File: config.mk
export PLATFORM = sky130hd
export DESIGN_NAME = axi2iob
export DESIGN_NICKNAME = d
export VERILOG_FILES = /design/src/axi2iob_pkg.sv /design/src/axi_wr_burst.sv /design/src/axi_rd_burst.sv /design/src/iob_req_arb.sv /design/src/axi2iob.sv
export VERILOG_INCLUDE_DIRS = /design/src /design/src/include
export SDC_FILE = /design/constraint.sdc
export NUM_CORES = 1
export LEC_CHECK = 0
export BUFFER_PORTS_ARGS = -buffer_cell sky130_fd_sc_hd__buf_4
export CELL_PAD_IN_SITES_DETAIL_PLACEMENT = 0
export CELL_PAD_IN_SITES_GLOBAL_PLACEMENT = 1
export CORE_ASPECT_RATIO = 1.2
export CORE_UTILIZATION = 42
export DETAILED_ROUTE_END_ITERATION = 8
export HOLD_SLACK_MARGIN = 0.02
export PLACE_DENSITY = 0.93
export SYNTH_ARGS = -nofsm -noshare
export SYNTH_HDL_FRONTEND = slang
export SYNTH_SLANG_ARGS = --single-unit
File: constraint.sdc
create_clock -name clk_i -period 4.7 [get_ports clk_i]
set_input_delay 0.235 -clock clk_i [delete_from_list [all_inputs] [get_ports clk_i]]
set_output_delay 0.235 -clock clk_i [all_outputs]
set_load 0.005 [all_outputs]
File: src/include/axi2iob_cfg.svh
/*
 * AXI4 to IOb adapter configuration
 * bus widths shared by the package and the testbench
 */
`ifndef AXI2IOB_CFG_SVH
`define AXI2IOB_CFG_SVH

// byte address width
`define AXI2IOB_ADDR_W 32
// data word width as a multiple of 8 bits
`define AXI2IOB_DATA_W 32
// AXI transaction ID width
`define AXI2IOB_ID_W 8

`endif

File: src/axi2iob_pkg.sv
/*
 * AXI4 to IOb adapter types
 * bus field types and the FSM / grant encodings
 */
`include "axi2iob_cfg.svh"

package axi2iob_pkg;

   typedef logic [`AXI2IOB_ADDR_W-1:0]   addr_t;
   typedef logic [`AXI2IOB_DATA_W-1:0]   data_t;
   typedef logic [`AXI2IOB_DATA_W/8-1:0] strb_t;
   typedef logic [`AXI2IOB_ID_W-1:0]     id_t;
   // burst length minus one
   typedef logic [7:0]                   len_t;
   // log2 of bytes per beat
   typedef logic [2:0]                   size_t;
   typedef logic [1:0]                   resp_t;

   typedef enum logic [1:0] {WR_IDLE, WR_DATA, WR_REQ, WR_RESP} wr_state_e;
   typedef enum logic [1:0] {RD_IDLE, RD_REQ, RD_WAIT, RD_BEAT} rd_state_e;
   typedef enum logic [1:0] {GNT_NONE, GNT_WR, GNT_RD} grant_e;

endpackage

File: src/axi_wr_burst.sv
/*
 * AXI4 write burst engine
 * splits each write burst into single-beat IOb write requests,
 * skips all-zero strobe beats and returns one B per burst
 */
`timescale 1ns/10ps

module axi_wr_burst (
   input  logic               clk_i,
   input  logic               arst_i,
   input  axi2iob_pkg::id_t   awid_i,
   input  axi2iob_pkg::addr_t awaddr_i,
   input  axi2iob_pkg::len_t  awlen_i,
   input  axi2iob_pkg::size_t awsize_i,
   input  logic               awvalid_i,
   output logic               awready_o,
   input  axi2iob_pkg::data_t wdata_i,
   input  axi2iob_pkg::strb_t wstrb_i,
   input  logic               wvalid_i,
   output logic               wready_o,
   output axi2iob_pkg::id_t   bid_o,
   output axi2iob_pkg::resp_t bresp_o,
   output logic               bvalid_o,
   input  logic               bready_i,
   output logic               wr_req_o,
   output axi2iob_pkg::addr_t wr_addr_o,
   output axi2iob_pkg::data_t wr_data_o,
   output axi2iob_pkg::strb_t wr_strb_o,
   input  logic               wr_ack_i
);

   axi2iob_pkg::wr_state_e state_q;
   axi2iob_pkg::wr_state_e state_d;
   logic                   awready_q;

   axi2iob_pkg::id_t       id_q;
   axi2iob_pkg::addr_t     addr_q;
   axi2iob_pkg::size_t     size_q;
   axi2iob_pkg::len_t      cnt_q;
   axi2iob_pkg::data_t     data_q;
   axi2iob_pkg::strb_t     strb_q;

   logic                   aw_hs;
   logic                   w_hs;
   logic                   w_skip;
   logic                   beat_done;
   logic                   last_beat;

   assign aw_hs     = awready_q & awvalid_i;
   assign w_hs      = wready_o & wvalid_i;
   // a beat with no enabled byte never reaches the IOb side
   assign w_skip    = w_hs & ~(|wstrb_i);
   assign beat_done = w_skip | (wr_req_o & wr_ack_i);
   assign last_beat = (cnt_q == '0);

   always_comb begin
      state_d = state_q;
      case (state_q)
         axi2iob_pkg::WR_IDLE: begin
            if (aw_hs) begin
               state_d = axi2iob_pkg::WR_DATA;
            end
         end
         axi2iob_pkg::WR_DATA: begin
            if (w_hs && (|wstrb_i)) begin
               state_d = axi2iob_pkg::WR_REQ;
            end else if (w_skip && last_beat) begin
               state_d = axi2iob_pkg::WR_RESP;
            end
         end
         axi2iob_pkg::WR_REQ: begin
            if (wr_ack_i) begin
               if (last_beat) begin
                  state_d = axi2iob_pkg::WR_RESP;
               end else begin
                  state_d = axi2iob_pkg::WR_DATA;
               end
            end
         end
         axi2iob_pkg::WR_RESP: begin
            if (bready_i) begin
               state_d = axi2iob_pkg::WR_IDLE;
            end
         end
         default: state_d = axi2iob_pkg::WR_IDLE;
      endcase
   end

   always_ff @(posedge clk_i or posedge arst_i) begin
      if (arst_i) begin
         state_q   <= axi2iob_pkg::WR_IDLE;
         awready_q <= 1'b0;
      end else begin
         state_q   <= state_d;
         awready_q <= (state_d == axi2iob_pkg::WR_IDLE);
      end
   end

   // burst context and the beat waiting for the IOb
   always_ff @(posedge clk_i) begin
      if (aw_hs) begin
         id_q   <= awid_i;
         addr_q <= awaddr_i;
         size_q <= awsize_i;
         cnt_q  <= awlen_i;
      end
      if (w_hs) begin
         data_q <= wdata_i;
         strb_q <= wstrb_i;
      end
      if (beat_done) begin
         addr_q <= addr_q + (axi2iob_pkg::addr_t'(1) << size_q);
         cnt_q  <= cnt_q - 8'd1;
      end
   end

   assign awready_o = awready_q;
   assign wready_o  = (state_q == axi2iob_pkg::WR_DATA);
   assign wr_req_o  = (state_q == axi2iob_pkg::WR_REQ);
   assign bvalid_o  = (state_q == axi2iob_pkg::WR_RESP);

   assign wr_addr_o = addr_q;
   assign wr_data_o = data_q;
   assign wr_strb_o = strb_q;
   assign bid_o     = id_q;
   assign bresp_o   = '0;

endmodule

File: src/axi_rd_burst.sv
/*
 * AXI4 read burst engine
 * issues one IOb read per beat and returns each word on R,
 * with rlast on the final beat
 */
`timescale 1ns/10ps

module axi_rd_burst (
   input  logic               clk_i,
   input  logic               arst_i,
   input  axi2iob_pkg::id_t   arid_i,
   input  axi2iob_pkg::addr_t araddr_i,
   input  axi2iob_pkg::len_t  arlen_i,
   input  axi2iob_pkg::size_t arsize_i,
   input  logic               arvalid_i,
   output logic               arready_o,
   output axi2iob_pkg::id_t   rid_o,
   output axi2iob_pkg::data_t rdata_o,
   output axi2iob_pkg::resp_t rresp_o,
   output logic               rlast_o,
   output logic               rvalid_o,
   input  logic               rready_i,
   output logic               rd_req_o,
   output axi2iob_pkg::addr_t rd_addr_o,
   input  logic               rd_ack_i,
   input  logic               iob_rvalid_i,
   input  axi2iob_pkg::data_t iob_rdata_i
);

   axi2iob_pkg::rd_state_e state_q;
   axi2iob_pkg::rd_state_e state_d;
   logic                   arready_q;

   axi2iob_pkg::id_t       id_q;
   axi2iob_pkg::addr_t     addr_q;
   axi2iob_pkg::size_t     size_q;
   axi2iob_pkg::len_t      cnt_q;
   axi2iob_pkg::data_t     rdata_q;

   logic                   ar_hs;
   logic                   r_hs;
   logic                   capture;
   logic                   last_beat;

   assign ar_hs     = arready_q & arvalid_i;
   assign r_hs      = rvalid_o & rready_i;
   // read data may come back in the same cycle the IOb accepts the access
   assign capture   = iob_rvalid_i & ((rd_req_o & rd_ack_i) |
                                      (state_q == axi2iob_pkg::RD_WAIT));
   assign last_beat = (cnt_q == '0);

   always_comb begin
      state_d = state_q;
      case (state_q)
         axi2iob_pkg::RD_IDLE: begin
            if (ar_hs) begin
               state_d = axi2iob_pkg::RD_REQ;
            end
         end
         axi2iob_pkg::RD_REQ: begin
            if (capture) begin
               state_d = axi2iob_pkg::RD_BEAT;
            end else if (rd_ack_i) begin
               state_d = axi2iob_pkg::RD_WAIT;
            end
         end
         axi2iob_pkg::RD_WAIT: begin
            if (capture) begin
               state_d = axi2iob_pkg::RD_BEAT;
            end
         end
         axi2iob_pkg::RD_BEAT: begin
            if (r_hs) begin
               if (last_beat) begin
                  state_d = axi2iob_pkg::RD_IDLE;
               end else begin
                  state_d = axi2iob_pkg::RD_REQ;
               end
            end
         end
         default: state_d = axi2iob_pkg::RD_IDLE;
      endcase
   end

   always_ff @(posedge clk_i or posedge arst_i) begin
      if (arst_i) begin
         state_q   <= axi2iob_pkg::RD_IDLE;
         arready_q <= 1'b0;
      end else begin
         state_q   <= state_d;
         arready_q <= (state_d == axi2iob_pkg::RD_IDLE);
      end
   end

   always_ff @(posedge clk_i) begin
      if (ar_hs) begin
         id_q   <= arid_i;
         addr_q <= araddr_i;
         size_q <= arsize_i;
         cnt_q  <= arlen_i;
      end
      if (capture) begin
         rdata_q <= iob_rdata_i;
      end
      // advance to the next beat once R is taken
      if (r_hs) begin
         addr_q <= addr_q + (axi2iob_pkg::addr_t'(1) << size_q);
         cnt_q  <= cnt_q - 8'd1;
      end
   end

   assign arready_o = arready_q;
   assign rd_req_o  = (state_q == axi2iob_pkg::RD_REQ);
   assign rd_addr_o = addr_q;

   assign rvalid_o  = (state_q == axi2iob_pkg::RD_BEAT);
   assign rid_o     = id_q;
   assign rdata_o   = rdata_q;
   assign rresp_o   = '0;
   assign rlast_o   = last_beat;

endmodule

File: src/iob_req_arb.sv
/*
 * IOb request arbiter
 * grants the single IOb port to the read or write engine and
 * holds the grant until the IOb accepts the owner's access
 */
`timescale 1ns/10ps

module iob_req_arb (
   input  logic               clk_i,
   input  logic               arst_i,
   input  logic               wr_req_i,
   input  axi2iob_pkg::addr_t wr_addr_i,
   input  axi2iob_pkg::data_t wr_data_i,
   input  axi2iob_pkg::strb_t wr_strb_i,
   output logic               wr_ack_o,
   input  logic               rd_req_i,
   input  axi2iob_pkg::addr_t rd_addr_i,
   output logic               rd_ack_o,
   output logic               iob_valid_o,
   output axi2iob_pkg::addr_t iob_addr_o,
   output axi2iob_pkg::data_t iob_wdata_o,
   output axi2iob_pkg::strb_t iob_wstrb_o,
   input  logic               iob_ready_i
);

   axi2iob_pkg::grant_e grant_q;
   axi2iob_pkg::grant_e owner;

   // a held grant wins before read priority applies
   always_comb begin
      owner = grant_q;
      if (grant_q == axi2iob_pkg::GNT_NONE) begin
         if (rd_req_i) begin
            owner = axi2iob_pkg::GNT_RD;
         end else if (wr_req_i) begin
            owner = axi2iob_pkg::GNT_WR;
         end
      end
   end

   always_ff @(posedge clk_i or posedge arst_i) begin
      if (arst_i) begin
         grant_q <= axi2iob_pkg::GNT_NONE;
      end else if (iob_ready_i) begin
         grant_q <= axi2iob_pkg::GNT_NONE;
      end else begin
         grant_q <= owner;
      end
   end

   assign iob_valid_o = (owner != axi2iob_pkg::GNT_NONE);
   assign iob_addr_o  = (owner == axi2iob_pkg::GNT_RD) ? rd_addr_i : wr_addr_i;
   // reads carry an all-zero strobe and no write data
   assign iob_wdata_o = (owner == axi2iob_pkg::GNT_WR) ? wr_data_i : '0;
   assign iob_wstrb_o = (owner == axi2iob_pkg::GNT_WR) ? wr_strb_i : '0;

   assign wr_ack_o    = iob_ready_i & (owner == axi2iob_pkg::GNT_WR);
   assign rd_ack_o    = iob_ready_i & (owner == axi2iob_pkg::GNT_RD);

endmodule

File: src/axi2iob.sv
/*
 * AXI4 slave to IOb master adapter
 * write and read burst engines share one IOb port through an arbiter
 */
`timescale 1ns/10ps

module axi2iob (
   input  logic               clk_i,
   input  logic               arst_i,

   input  axi2iob_pkg::id_t   s_axi_awid_i,
   input  axi2iob_pkg::addr_t s_axi_awaddr_i,
   input  axi2iob_pkg::len_t  s_axi_awlen_i,
   input  axi2iob_pkg::size_t s_axi_awsize_i,
   input  logic               s_axi_awvalid_i,
   output logic               s_axi_awready_o,
   input  axi2iob_pkg::data_t s_axi_wdata_i,
   input  axi2iob_pkg::strb_t s_axi_wstrb_i,
   input  logic               s_axi_wlast_i,
   input  logic               s_axi_wvalid_i,
   output logic               s_axi_wready_o,
   output axi2iob_pkg::id_t   s_axi_bid_o,
   output axi2iob_pkg::resp_t s_axi_bresp_o,
   output logic               s_axi_bvalid_o,
   input  logic               s_axi_bready_i,
   input  axi2iob_pkg::id_t   s_axi_arid_i,
   input  axi2iob_pkg::addr_t s_axi_araddr_i,
   input  axi2iob_pkg::len_t  s_axi_arlen_i,
   input  axi2iob_pkg::size_t s_axi_arsize_i,
   input  logic               s_axi_arvalid_i,
   output logic               s_axi_arready_o,
   output axi2iob_pkg::id_t   s_axi_rid_o,
   output axi2iob_pkg::data_t s_axi_rdata_o,
   output axi2iob_pkg::resp_t s_axi_rresp_o,
   output logic               s_axi_rlast_o,
   output logic               s_axi_rvalid_o,
   input  logic               s_axi_rready_i,

   output logic               iob_valid_o,
   output axi2iob_pkg::addr_t iob_addr_o,
   output axi2iob_pkg::data_t iob_wdata_o,
   output axi2iob_pkg::strb_t iob_wstrb_o,
   input  logic               iob_ready_i,
   input  logic               iob_rvalid_i,
   input  axi2iob_pkg::data_t iob_rdata_i
);

   // engine requests toward the arbiter
   logic               wr_req;
   axi2iob_pkg::addr_t wr_addr;
   axi2iob_pkg::data_t wr_data;
   axi2iob_pkg::strb_t wr_strb;
   logic               wr_ack;
   logic               rd_req;
   axi2iob_pkg::addr_t rd_addr;
   logic               rd_ack;

   // s_axi_wlast_i stays unconnected because awlen sets the beat count
   axi_wr_burst wr_burst_i (
      .clk_i    (clk_i),
      .arst_i   (arst_i),
      .awid_i   (s_axi_awid_i),
      .awaddr_i (s_axi_awaddr_i),
      .awlen_i  (s_axi_awlen_i),
      .awsize_i (s_axi_awsize_i),
      .awvalid_i(s_axi_awvalid_i),
      .awready_o(s_axi_awready_o),
      .wdata_i  (s_axi_wdata_i),
      .wstrb_i  (s_axi_wstrb_i),
      .wvalid_i (s_axi_wvalid_i),
      .wready_o (s_axi_wready_o),
      .bid_o    (s_axi_bid_o),
      .bresp_o  (s_axi_bresp_o),
      .bvalid_o (s_axi_bvalid_o),
      .bready_i (s_axi_bready_i),
      .wr_req_o (wr_req),
      .wr_addr_o(wr_addr),
      .wr_data_o(wr_data),
      .wr_strb_o(wr_strb),
      .wr_ack_i (wr_ack)
   );

   axi_rd_burst rd_burst_i (
      .clk_i       (clk_i),
      .arst_i      (arst_i),
      .arid_i      (s_axi_arid_i),
      .araddr_i    (s_axi_araddr_i),
      .arlen_i     (s_axi_arlen_i),
      .arsize_i    (s_axi_arsize_i),
      .arvalid_i   (s_axi_arvalid_i),
      .arready_o   (s_axi_arready_o),
      .rid_o       (s_axi_rid_o),
      .rdata_o     (s_axi_rdata_o),
      .rresp_o     (s_axi_rresp_o),
      .rlast_o     (s_axi_rlast_o),
      .rvalid_o    (s_axi_rvalid_o),
      .rready_i    (s_axi_rready_i),
      .rd_req_o    (rd_req),
      .rd_addr_o   (rd_addr),
      .rd_ack_i    (rd_ack),
      .iob_rvalid_i(iob_rvalid_i),
      .iob_rdata_i (iob_rdata_i)
   );

   iob_req_arb req_arb_i (
      .clk_i      (clk_i),
      .arst_i     (arst_i),
      .wr_req_i   (wr_req),
      .wr_addr_i  (wr_addr),
      .wr_data_i  (wr_data),
      .wr_strb_i  (wr_strb),
      .wr_ack_o   (wr_ack),
      .rd_req_i   (rd_req),
      .rd_addr_i  (rd_addr),
      .rd_ack_o   (rd_ack),
      .iob_valid_o(iob_valid_o),
      .iob_addr_o (iob_addr_o),
      .iob_wdata_o(iob_wdata_o),
      .iob_wstrb_o(iob_wstrb_o),
      .iob_ready_i(iob_ready_i)
   );

endmodule

==> flow_summary.toml, run 1 <==
[grt]
antenna_violations_before_repair = 0
grt_start_max_net_pins = 76
grt_first_pass_wirelength_mm = 39.8
gr-usage-all-layers_pct = 23.8
grt_pass1_vias = 7596
grt_remaining_overflow = 0

[cells_and_area]
finish.net_count = 1371
postLayoutCellArea_um2 = 13200
finalNonFillerCells = 1453
post-route-util_pct = 62.3
areaGrowthSynthToFinish_pct = 43.9
seqCellArea_um2 = 5310
mostFrequentLayoutCell = "sky130_fd_sc_hd__buf_4"
most-common-layout-cells = "sky130_fd_sc_hd__buf_4 (309), sky130_fd_sc_hd__edfxtp_1 (170), sky130_fd_sc_hd__nand2_1 (109)"
num_antenna_cells = 0
multiInputGateArea_um2 = 3580
final.fill_count = 1679
drive_gt1_share_pct = 33.0

[place]
numPlacedInstances = 1330
dpl_hpwl_mm = 18.3
globalplace.congestion = 0.857
numPortBuffers = 301
preCtsSetupSlack_ns = 1.53
placed_area_um2 = 11600

[power_and_ir_drop]
power-per-cell-area_nw_per_um2 = 482
irDropWorstVdd_v = 0.000286
switching_share_pct = 34.8
clock_power_share_pct = 22.4
share_comb_of_total_power_pct = 37.3
static-leakage-power_nw = 5.41
cell_internal_pwr_mw = 4.13
report.power.total_mw = 6.33
seqPwrFrac_pct = 40.4
power.net_switching_mw = 2.21

[die]
std_cell_rows = 58
chipWidth_um = 137
initial_standard_cell_utilization_of_the_core_pct = 43.3
die_h_um = 164
floorplan.core_area_um2 = 21100
io_pins = 307
die_area_um2 = 22300

[synthesis]
postSynth.asyncResetShare_pct = 4.49
ys_seq_area_share_pct = 58.1
post_synth_num_cell_types = 61
synth_area_um2 = 9140
dominant_cell_type_by_area_after_synthesis = "sky130_fd_sc_hd__edfxtp_1"
synth_top_family_by_area = "simple AND/OR/NAND/NOR gates"
most_area_consuming_cells_after_synthesis = "sky130_fd_sc_hd__edfxtp_1 (56%), sky130_fd_sc_hd__nand2_1 (4.5%), sky130_fd_sc_hd__mux2_2 (3.8%)"
yosys.area_share.adder_pct = 3.04
synth_simple_gate_area_share_pct = 16.4
synth.ff_latch_count = 178
synth_top_cell_area_share_pct = 55.9
synth_xor_area_share_pct = 6.42
yosys-mux-area-fraction_pct = 3.82
synth-warning-count = 0
postSynthCellCount = 783
synth_edf_count = 170
synth_compound_gate_area_share_pct = 9.09
syn-mean-instance-area_um2 = 11.7
commonest_register_cell_after_synthesis = "sky130_fd_sc_hd__edfxtp_1"

[detailed_routing]
post-route-drc-count = 0
dr_total_vias = 7539
detail_route.wirelength_mm = 26.5
antenna_violating_nets_post_route = 0
dr.first_iter.drc_count = 499
post_drt_via_cell_ratio = 5.19
avgRoutedWirePerCell_um = 18.2
drt_pass1_iterations = 6

[critical_path]
critPathTopFamily = "compound AO/OA/AOI/OAI gates"
critical_path_peak_fanout = 11
worst_ep_arrival_time_ns = 3.36
critical_path.n_buffers_inverters = 0
worst-endpoint-required_ns = 4.86
timing.critical_path.slowest_stage_cell = "sky130_fd_sc_hd__o2111ai_1"
path_class = "reg -> reg"
start_kind = "flop"
critical_path.max_stage_delay_ns = 0.82
chain_of_cells_forming_the_critical_path = "nor3b_1, ha_1, a21o_1, a31o_2, o2111ai_1, a2111oi_1, xnor2_1, a21oi_2"
worstSetupEndpointType = "flop"

[sta]
final.setup.worst_slack_ns = 1.50
worstMarginPinSlew_ns = 1.01
grt_setup_unrepaired = "no"
totalNegativeSetupSlack_ns = 0
timing_max_transition_violations_final = 0
final_setup_violation_count = 0
slew_headroom_pct = 32.4
fin_skew_ns = 0.0129
min_period_ns = 3.20
final.hold.worst_slack_ns = 0.0594
clock.fmax_ghz = 0.313
hold_viol_final = 0
layout_worst_path_cycle_share_pct = 68.0

[cts]
clock_tree.root_cell = "sky130_fd_sc_hd__clkbuf_16"
cts_inserted_buffers = 17
clock_latency_on_the_worst_skew_pair_ns = 0.43
ctsLongestPathBuffers = 2
cts_post_setup_buffers_inserted = 0
ctsHtreeMaxLevel = 4
cts.sink_count = 178
cts.reportedPaths.clkPinSlew_ns = 0.07
cts_tree = "done"

[worst_hold_path]
hp-class = "in -> reg"

[outcome]
run_status = "complete, no violations"

[flow_run]
maxCapViolations = 0
-- what timing repair did --
| action | in CTS | in global routing |
|---|---|---|
| hold buffers | 91 | 0 |
| endpoints found under the hold margin | 98 | 0 |
| resized for setup | 0 | 0 |
| setup endpoints to repair | 0 | 0 |
-- layout make-up --
type,count,area share [%]
flip-flops and latches,178,40.3
well taps,270,2.57
repair buffers,401,24.7
clock buffers,18,3.26
inverters,23,0.657
clock inverters,14,1.23
multi-input cells,549,27.2
-- cells by family (layout without fill, tap and decap cells) --
kind of cell             count (synthesis)  in the layout
buffers and inverters                   59            456
AND/OR/NAND/NOR                        290            290
other                                    1              4
flip-flops                             178            178
XOR/XNOR                                67             67
multiplexers                            31             31
adder cells (fa/ha/maj)                 21             21
AO/OA/AOI/OAI                          136            136
-- cell usage after synthesis (5+ instances only) --
| master | count |
|---|---|
| sky130_fd_sc_hd__nor2_1 | 42 |
| sky130_fd_sc_hd__and3_1 | 12 |
| sky130_fd_sc_hd__nor3b_1 | 6 |
| sky130_fd_sc_hd__edfxtp_1 | 170 |
| sky130_fd_sc_hd__dfrtp_1 | 8 |
| sky130_fd_sc_hd__nand4_1 | 16 |
| sky130_fd_sc_hd__clkbuf_1 | 22 |
| sky130_fd_sc_hd__a21oi_2 | 6 |
| sky130_fd_sc_hd__ha_1 | 19 |
| sky130_fd_sc_hd__and2_1 | 39 |
| sky130_fd_sc_hd__nand2_1 | 110 |
| sky130_fd_sc_hd__nand3_1 | 22 |
| sky130_fd_sc_hd__inv_1 | 22 |
| sky130_fd_sc_hd__o21ai_1 | 21 |
| sky130_fd_sc_hd__xnor2_1 | 28 |
| sky130_fd_sc_hd__o21ai_0 | 48 |
| sky130_fd_sc_hd__a31oi_1 | 6 |
| sky130_fd_sc_hd__and3b_1 | 5 |
| sky130_fd_sc_hd__xor2_1 | 39 |
| sky130_fd_sc_hd__a21oi_1 | 22 |
| sky130_fd_sc_hd__mux2_2 | 31 |
| sky130_fd_sc_hd__nor2b_1 | 5 |
| sky130_fd_sc_hd__nor3_1 | 8 |
| sky130_fd_sc_hd__a21o_1 | 6 |
-- power groups by stage --
stage               clock network, mW  logic (mW)  registers [mW]
floorplan                           0        1.26            2.48
global placement                    0        2.25            2.56
detailed placement                  0        2.28            2.58
CTS                              1.44        2.36            2.55
global route                     1.50        2.57            2.60
finish                           1.42        2.36            2.56
-- registers in the layout, summed over array words and instances (netlist names) --
name / flops
rd_burst_i.rdata_o: 32
rd_burst_i.rd_addr_o: 32
wr_burst_i.wr_addr_o: 32
wr_burst_i.state_q: 2
wr_burst_i.wr_strb_o: 4
wr_burst_i.size_q: 3
req_arb_i.grant_q: 2
rd_burst_i.rid_o: 8
wr_burst_i.awready_o: 1
rd_burst_i.cnt_q: 8
rd_burst_i.arready_o: 1
wr_burst_i.bid_o: 8
rd_burst_i.size_q: 3
wr_burst_i.wr_data_o: 32
rd_burst_i.state_q: 2
wr_burst_i.cnt_q: 8
-- per-layer routing --
layer	vias up	global-route usage, %	part of all wire, %
met5	-	0	0
met1	3627	28.6	40
met2	247	40.8	52
met4	0	10.5	3.3
met3	54	4.75	4.8
li1	3611	-	-
-- path summary, 6_finish.rpt --
| check | start | to | slack (ns) | depth (start not counted) |
|---|---|---|---|---|
| hold / removal | iob_ready_i | req_arb_i.grant_q[1] | 0.06 | 2 |
| setup / recovery | wr_burst_i.size_q[0] | wr_burst_i.wr_addr_o[27] | 1.50 | 8 |
| max in group asynchronous | arst_i | wr_burst_i.state_q[0] | 4.14 | 3 |
| setup reg to reg | wr_burst_i.size_q[0] | wr_burst_i.wr_addr_o[27] | 1.50 | 8 |
| min in group asynchronous | arst_i | wr_burst_i.awready_o | 0.32 | 3 |
| hold reg to reg | req_arb_i.grant_q[0] | req_arb_i.grant_q[0] | 0.52 | 2 |
No activity file was read; power rests on OpenSTA's default activity.
==> run 2, diff against run 1 <==
CORE_UTILIZATION = 35   (was 42)
PLACE_DENSITY = 0.83   (was 0.93)
clock period = 2.7 ns   (was 4.7 ns; I/O delays follow)
==> flow_summary.toml, run 2 (synthesis gave the netlist of run 1 again) <==
[detailed_routing]
post-route-drc-count = 0
antenna_violating_nets_post_route = 0
dr.first_iter.drc_count = 466
avgRoutedWirePerCell_um = 17.5
drt_pass1_iterations = 5
detail_route.wirelength_mm = 28.2
post_drt_via_cell_ratio = 4.81
dr_total_vias = 7761

[die]
chipWidth_um = 149
die_area_um2 = 26800
floorplan.core_area_um2 = 25500
die_h_um = 179
initial_standard_cell_utilization_of_the_core_pct = 35.8
io_pins = 307
std_cell_rows = 64

[sta]
worstMarginPinSlew_ns = 0.601
timing_max_transition_violations_final = 0
fin_skew_ns = 0.0120
final.hold.worst_slack_ns = 0.0355
final_setup_violation_count = 0
grt_setup_unrepaired = "yes"
min_period_ns = 2.64
hold_viol_final = 0
slew_headroom_pct = 59.8
clock.fmax_ghz = 0.379
final.setup.worst_slack_ns = 0.0629
totalNegativeSetupSlack_ns = 0
layout_worst_path_cycle_share_pct = 97.7

[power_and_ir_drop]
clock_power_share_pct = 21.8
switching_share_pct = 35.0
power.net_switching_mw = 4.00
share_comb_of_total_power_pct = 39.4
seqPwrFrac_pct = 38.9
cell_internal_pwr_mw = 7.41
static-leakage-power_nw = 5.92
irDropWorstVdd_v = 0.000527
report.power.total_mw = 11.4
power-per-cell-area_nw_per_um2 = 790

[critical_path]
worst_ep_arrival_time_ns = 2.82
critical_path_peak_fanout = 9
worstSetupEndpointType = "flop"
timing.reg2reg.worst_path_depth = 12
start_kind = "flop"
crit_start = "wr_burst_i.size_q[0]"
path_class = "reg -> reg"
worst_r2r_startpoint = "wr_burst_i.size_q[0]"
worst-endpoint-required_ns = 2.88

[cells_and_area]
final.fill_count = 2147
most-common-layout-cells = "sky130_fd_sc_hd__buf_4 (327), sky130_fd_sc_hd__edfxtp_1 (170), sky130_fd_sc_hd__dlygate4sd3_1 (164)"
finish.net_count = 1472
finalNonFillerCells = 1614
mostFrequentLayoutCell = "sky130_fd_sc_hd__buf_4"
areaGrowthSynthToFinish_pct = 58.1
num_antenna_cells = 0
drive_gt1_share_pct = 34.7

[cts]
clock_tree.root_cell = "sky130_fd_sc_hd__clkbuf_16"
cts.reportedPaths.clkPinSlew_ns = 0.07
cts.sink_count = 178
clock_latency_on_the_worst_skew_pair_ns = 0.45
ctsLongestPathBuffers = 2
cts_tree = "done"
ctsHtreeMaxLevel = 4
cts_inserted_buffers = 17

[outcome]
run_status = "complete, no violations"

[place]
numPortBuffers = 301
dpl_hpwl_mm = 19.9
globalplace.congestion = 0.829
numPlacedInstances = 1412
preCtsSetupSlack_ns = -0.0537

[worst_hold_path]
holdCritStartpoint = "s_axi_awaddr_i[25]"
hp-class = "in -> reg"
hold-path-cell-count = 3

[grt]
grt_remaining_overflow = 0
grt_start_max_net_pins = 49
antenna_violations_before_repair = 0
grt_first_pass_wirelength_mm = 40.3
grt_pass1_vias = 7487
gr-usage-all-layers_pct = 20.2

[flow_run]
maxCapViolations = 0
## run 2: changes by cell type in the layout (fill, tap and decap cells not counted), sizes merged
cell,change
inv,+1
clkinvlp,-1
buf,+28
dlygate4sd3,+73
## run 2: timing repair
action / CTS / global route
endpoints found under the hold margin: 172 / 0
buffers inserted: 0 / 4
gates cloned: 0 / 2
hold buffers: 164 / 0
pin swaps: 0 / 15
endpoints found under the setup margin: 3 / 73
resized for setup: 3 / 41
## run 2: metrics by stage
stage / cell area [um^2] / util [%]
global placement: 11900 / 46.7
CTS: 14200 / 55.6
floorplan: 9150 / -
detailed placement: 11900 / 46.7
global route: 14400 / 56.6
finish: 14400 / 56.6
## run 2: final cells by class
class                           count  area [um^2]  area share (%)
Clock buffer                       18          429            2.97
Clock inverter                     14          163            1.13
Inverter                           23         86.3           0.598
Multi-Input combinational cell    549         3790            26.3
Sequential cell                   178         5310            36.7
Tap cell                          330          413            2.86
Timing Repair Buffer              502         4260            29.5
## run 2: final timing paths
check / endpoint / slack [ns]
max reg2reg: wr_burst_i.wr_addr_o[22] / 0.06
min reg2reg: req_arb_i.grant_q[0] / 0.50
max in group asynchronous: rd_burst_i.state_q[1] / 2.26
max: wr_burst_i.wr_addr_o[22] / 0.06
min: wr_burst_i.wr_addr_o[25] / 0.04
min in group asynchronous: wr_burst_i.awready_o / 0.20
## run 2: critical path: stages (launching register included)
cell,delay (ns)
sky130_fd_sc_hd__edfxtp_1,0.45
sky130_fd_sc_hd__nor3_2,0.21
sky130_fd_sc_hd__ha_2,0.20
sky130_fd_sc_hd__inv_1,0.05
sky130_fd_sc_hd__fa_2,0.36
sky130_fd_sc_hd__nor2b_2,0.15
sky130_fd_sc_hd__o2111ai_2,0.14
sky130_fd_sc_hd__nand4b_1,0.18
sky130_fd_sc_hd__buf_12,0.14
sky130_fd_sc_hd__buf_4,0.12
sky130_fd_sc_hd__nand4_1,0.12
sky130_fd_sc_hd__xor2_1,0.16
sky130_fd_sc_hd__o21ai_0,0.09
## run 2: per-layer routing
metal / wire (um) / vias to the layer above / GRT usage (%)
li1: - / 3825 / -
met1: 11600 / 3684 / 25.4
met2: 14500 / 212 / 34.1
met3: 1220 / 40 / 3.89
met4: 805 / 0 / 8.21
met5: 0 / - / 0
## run 2: power groups by stage
stage                     Clock, mW  Sequential (mW)  Combinational (mW)
after floorplan                   0             4.31                2.19
after global placement            0             4.45                4.16
after detailed placement          0             4.47                4.20
after CTS                      2.53             4.41                4.43
after global routing           2.63             4.52                4.87
final                          2.48             4.43                4.49
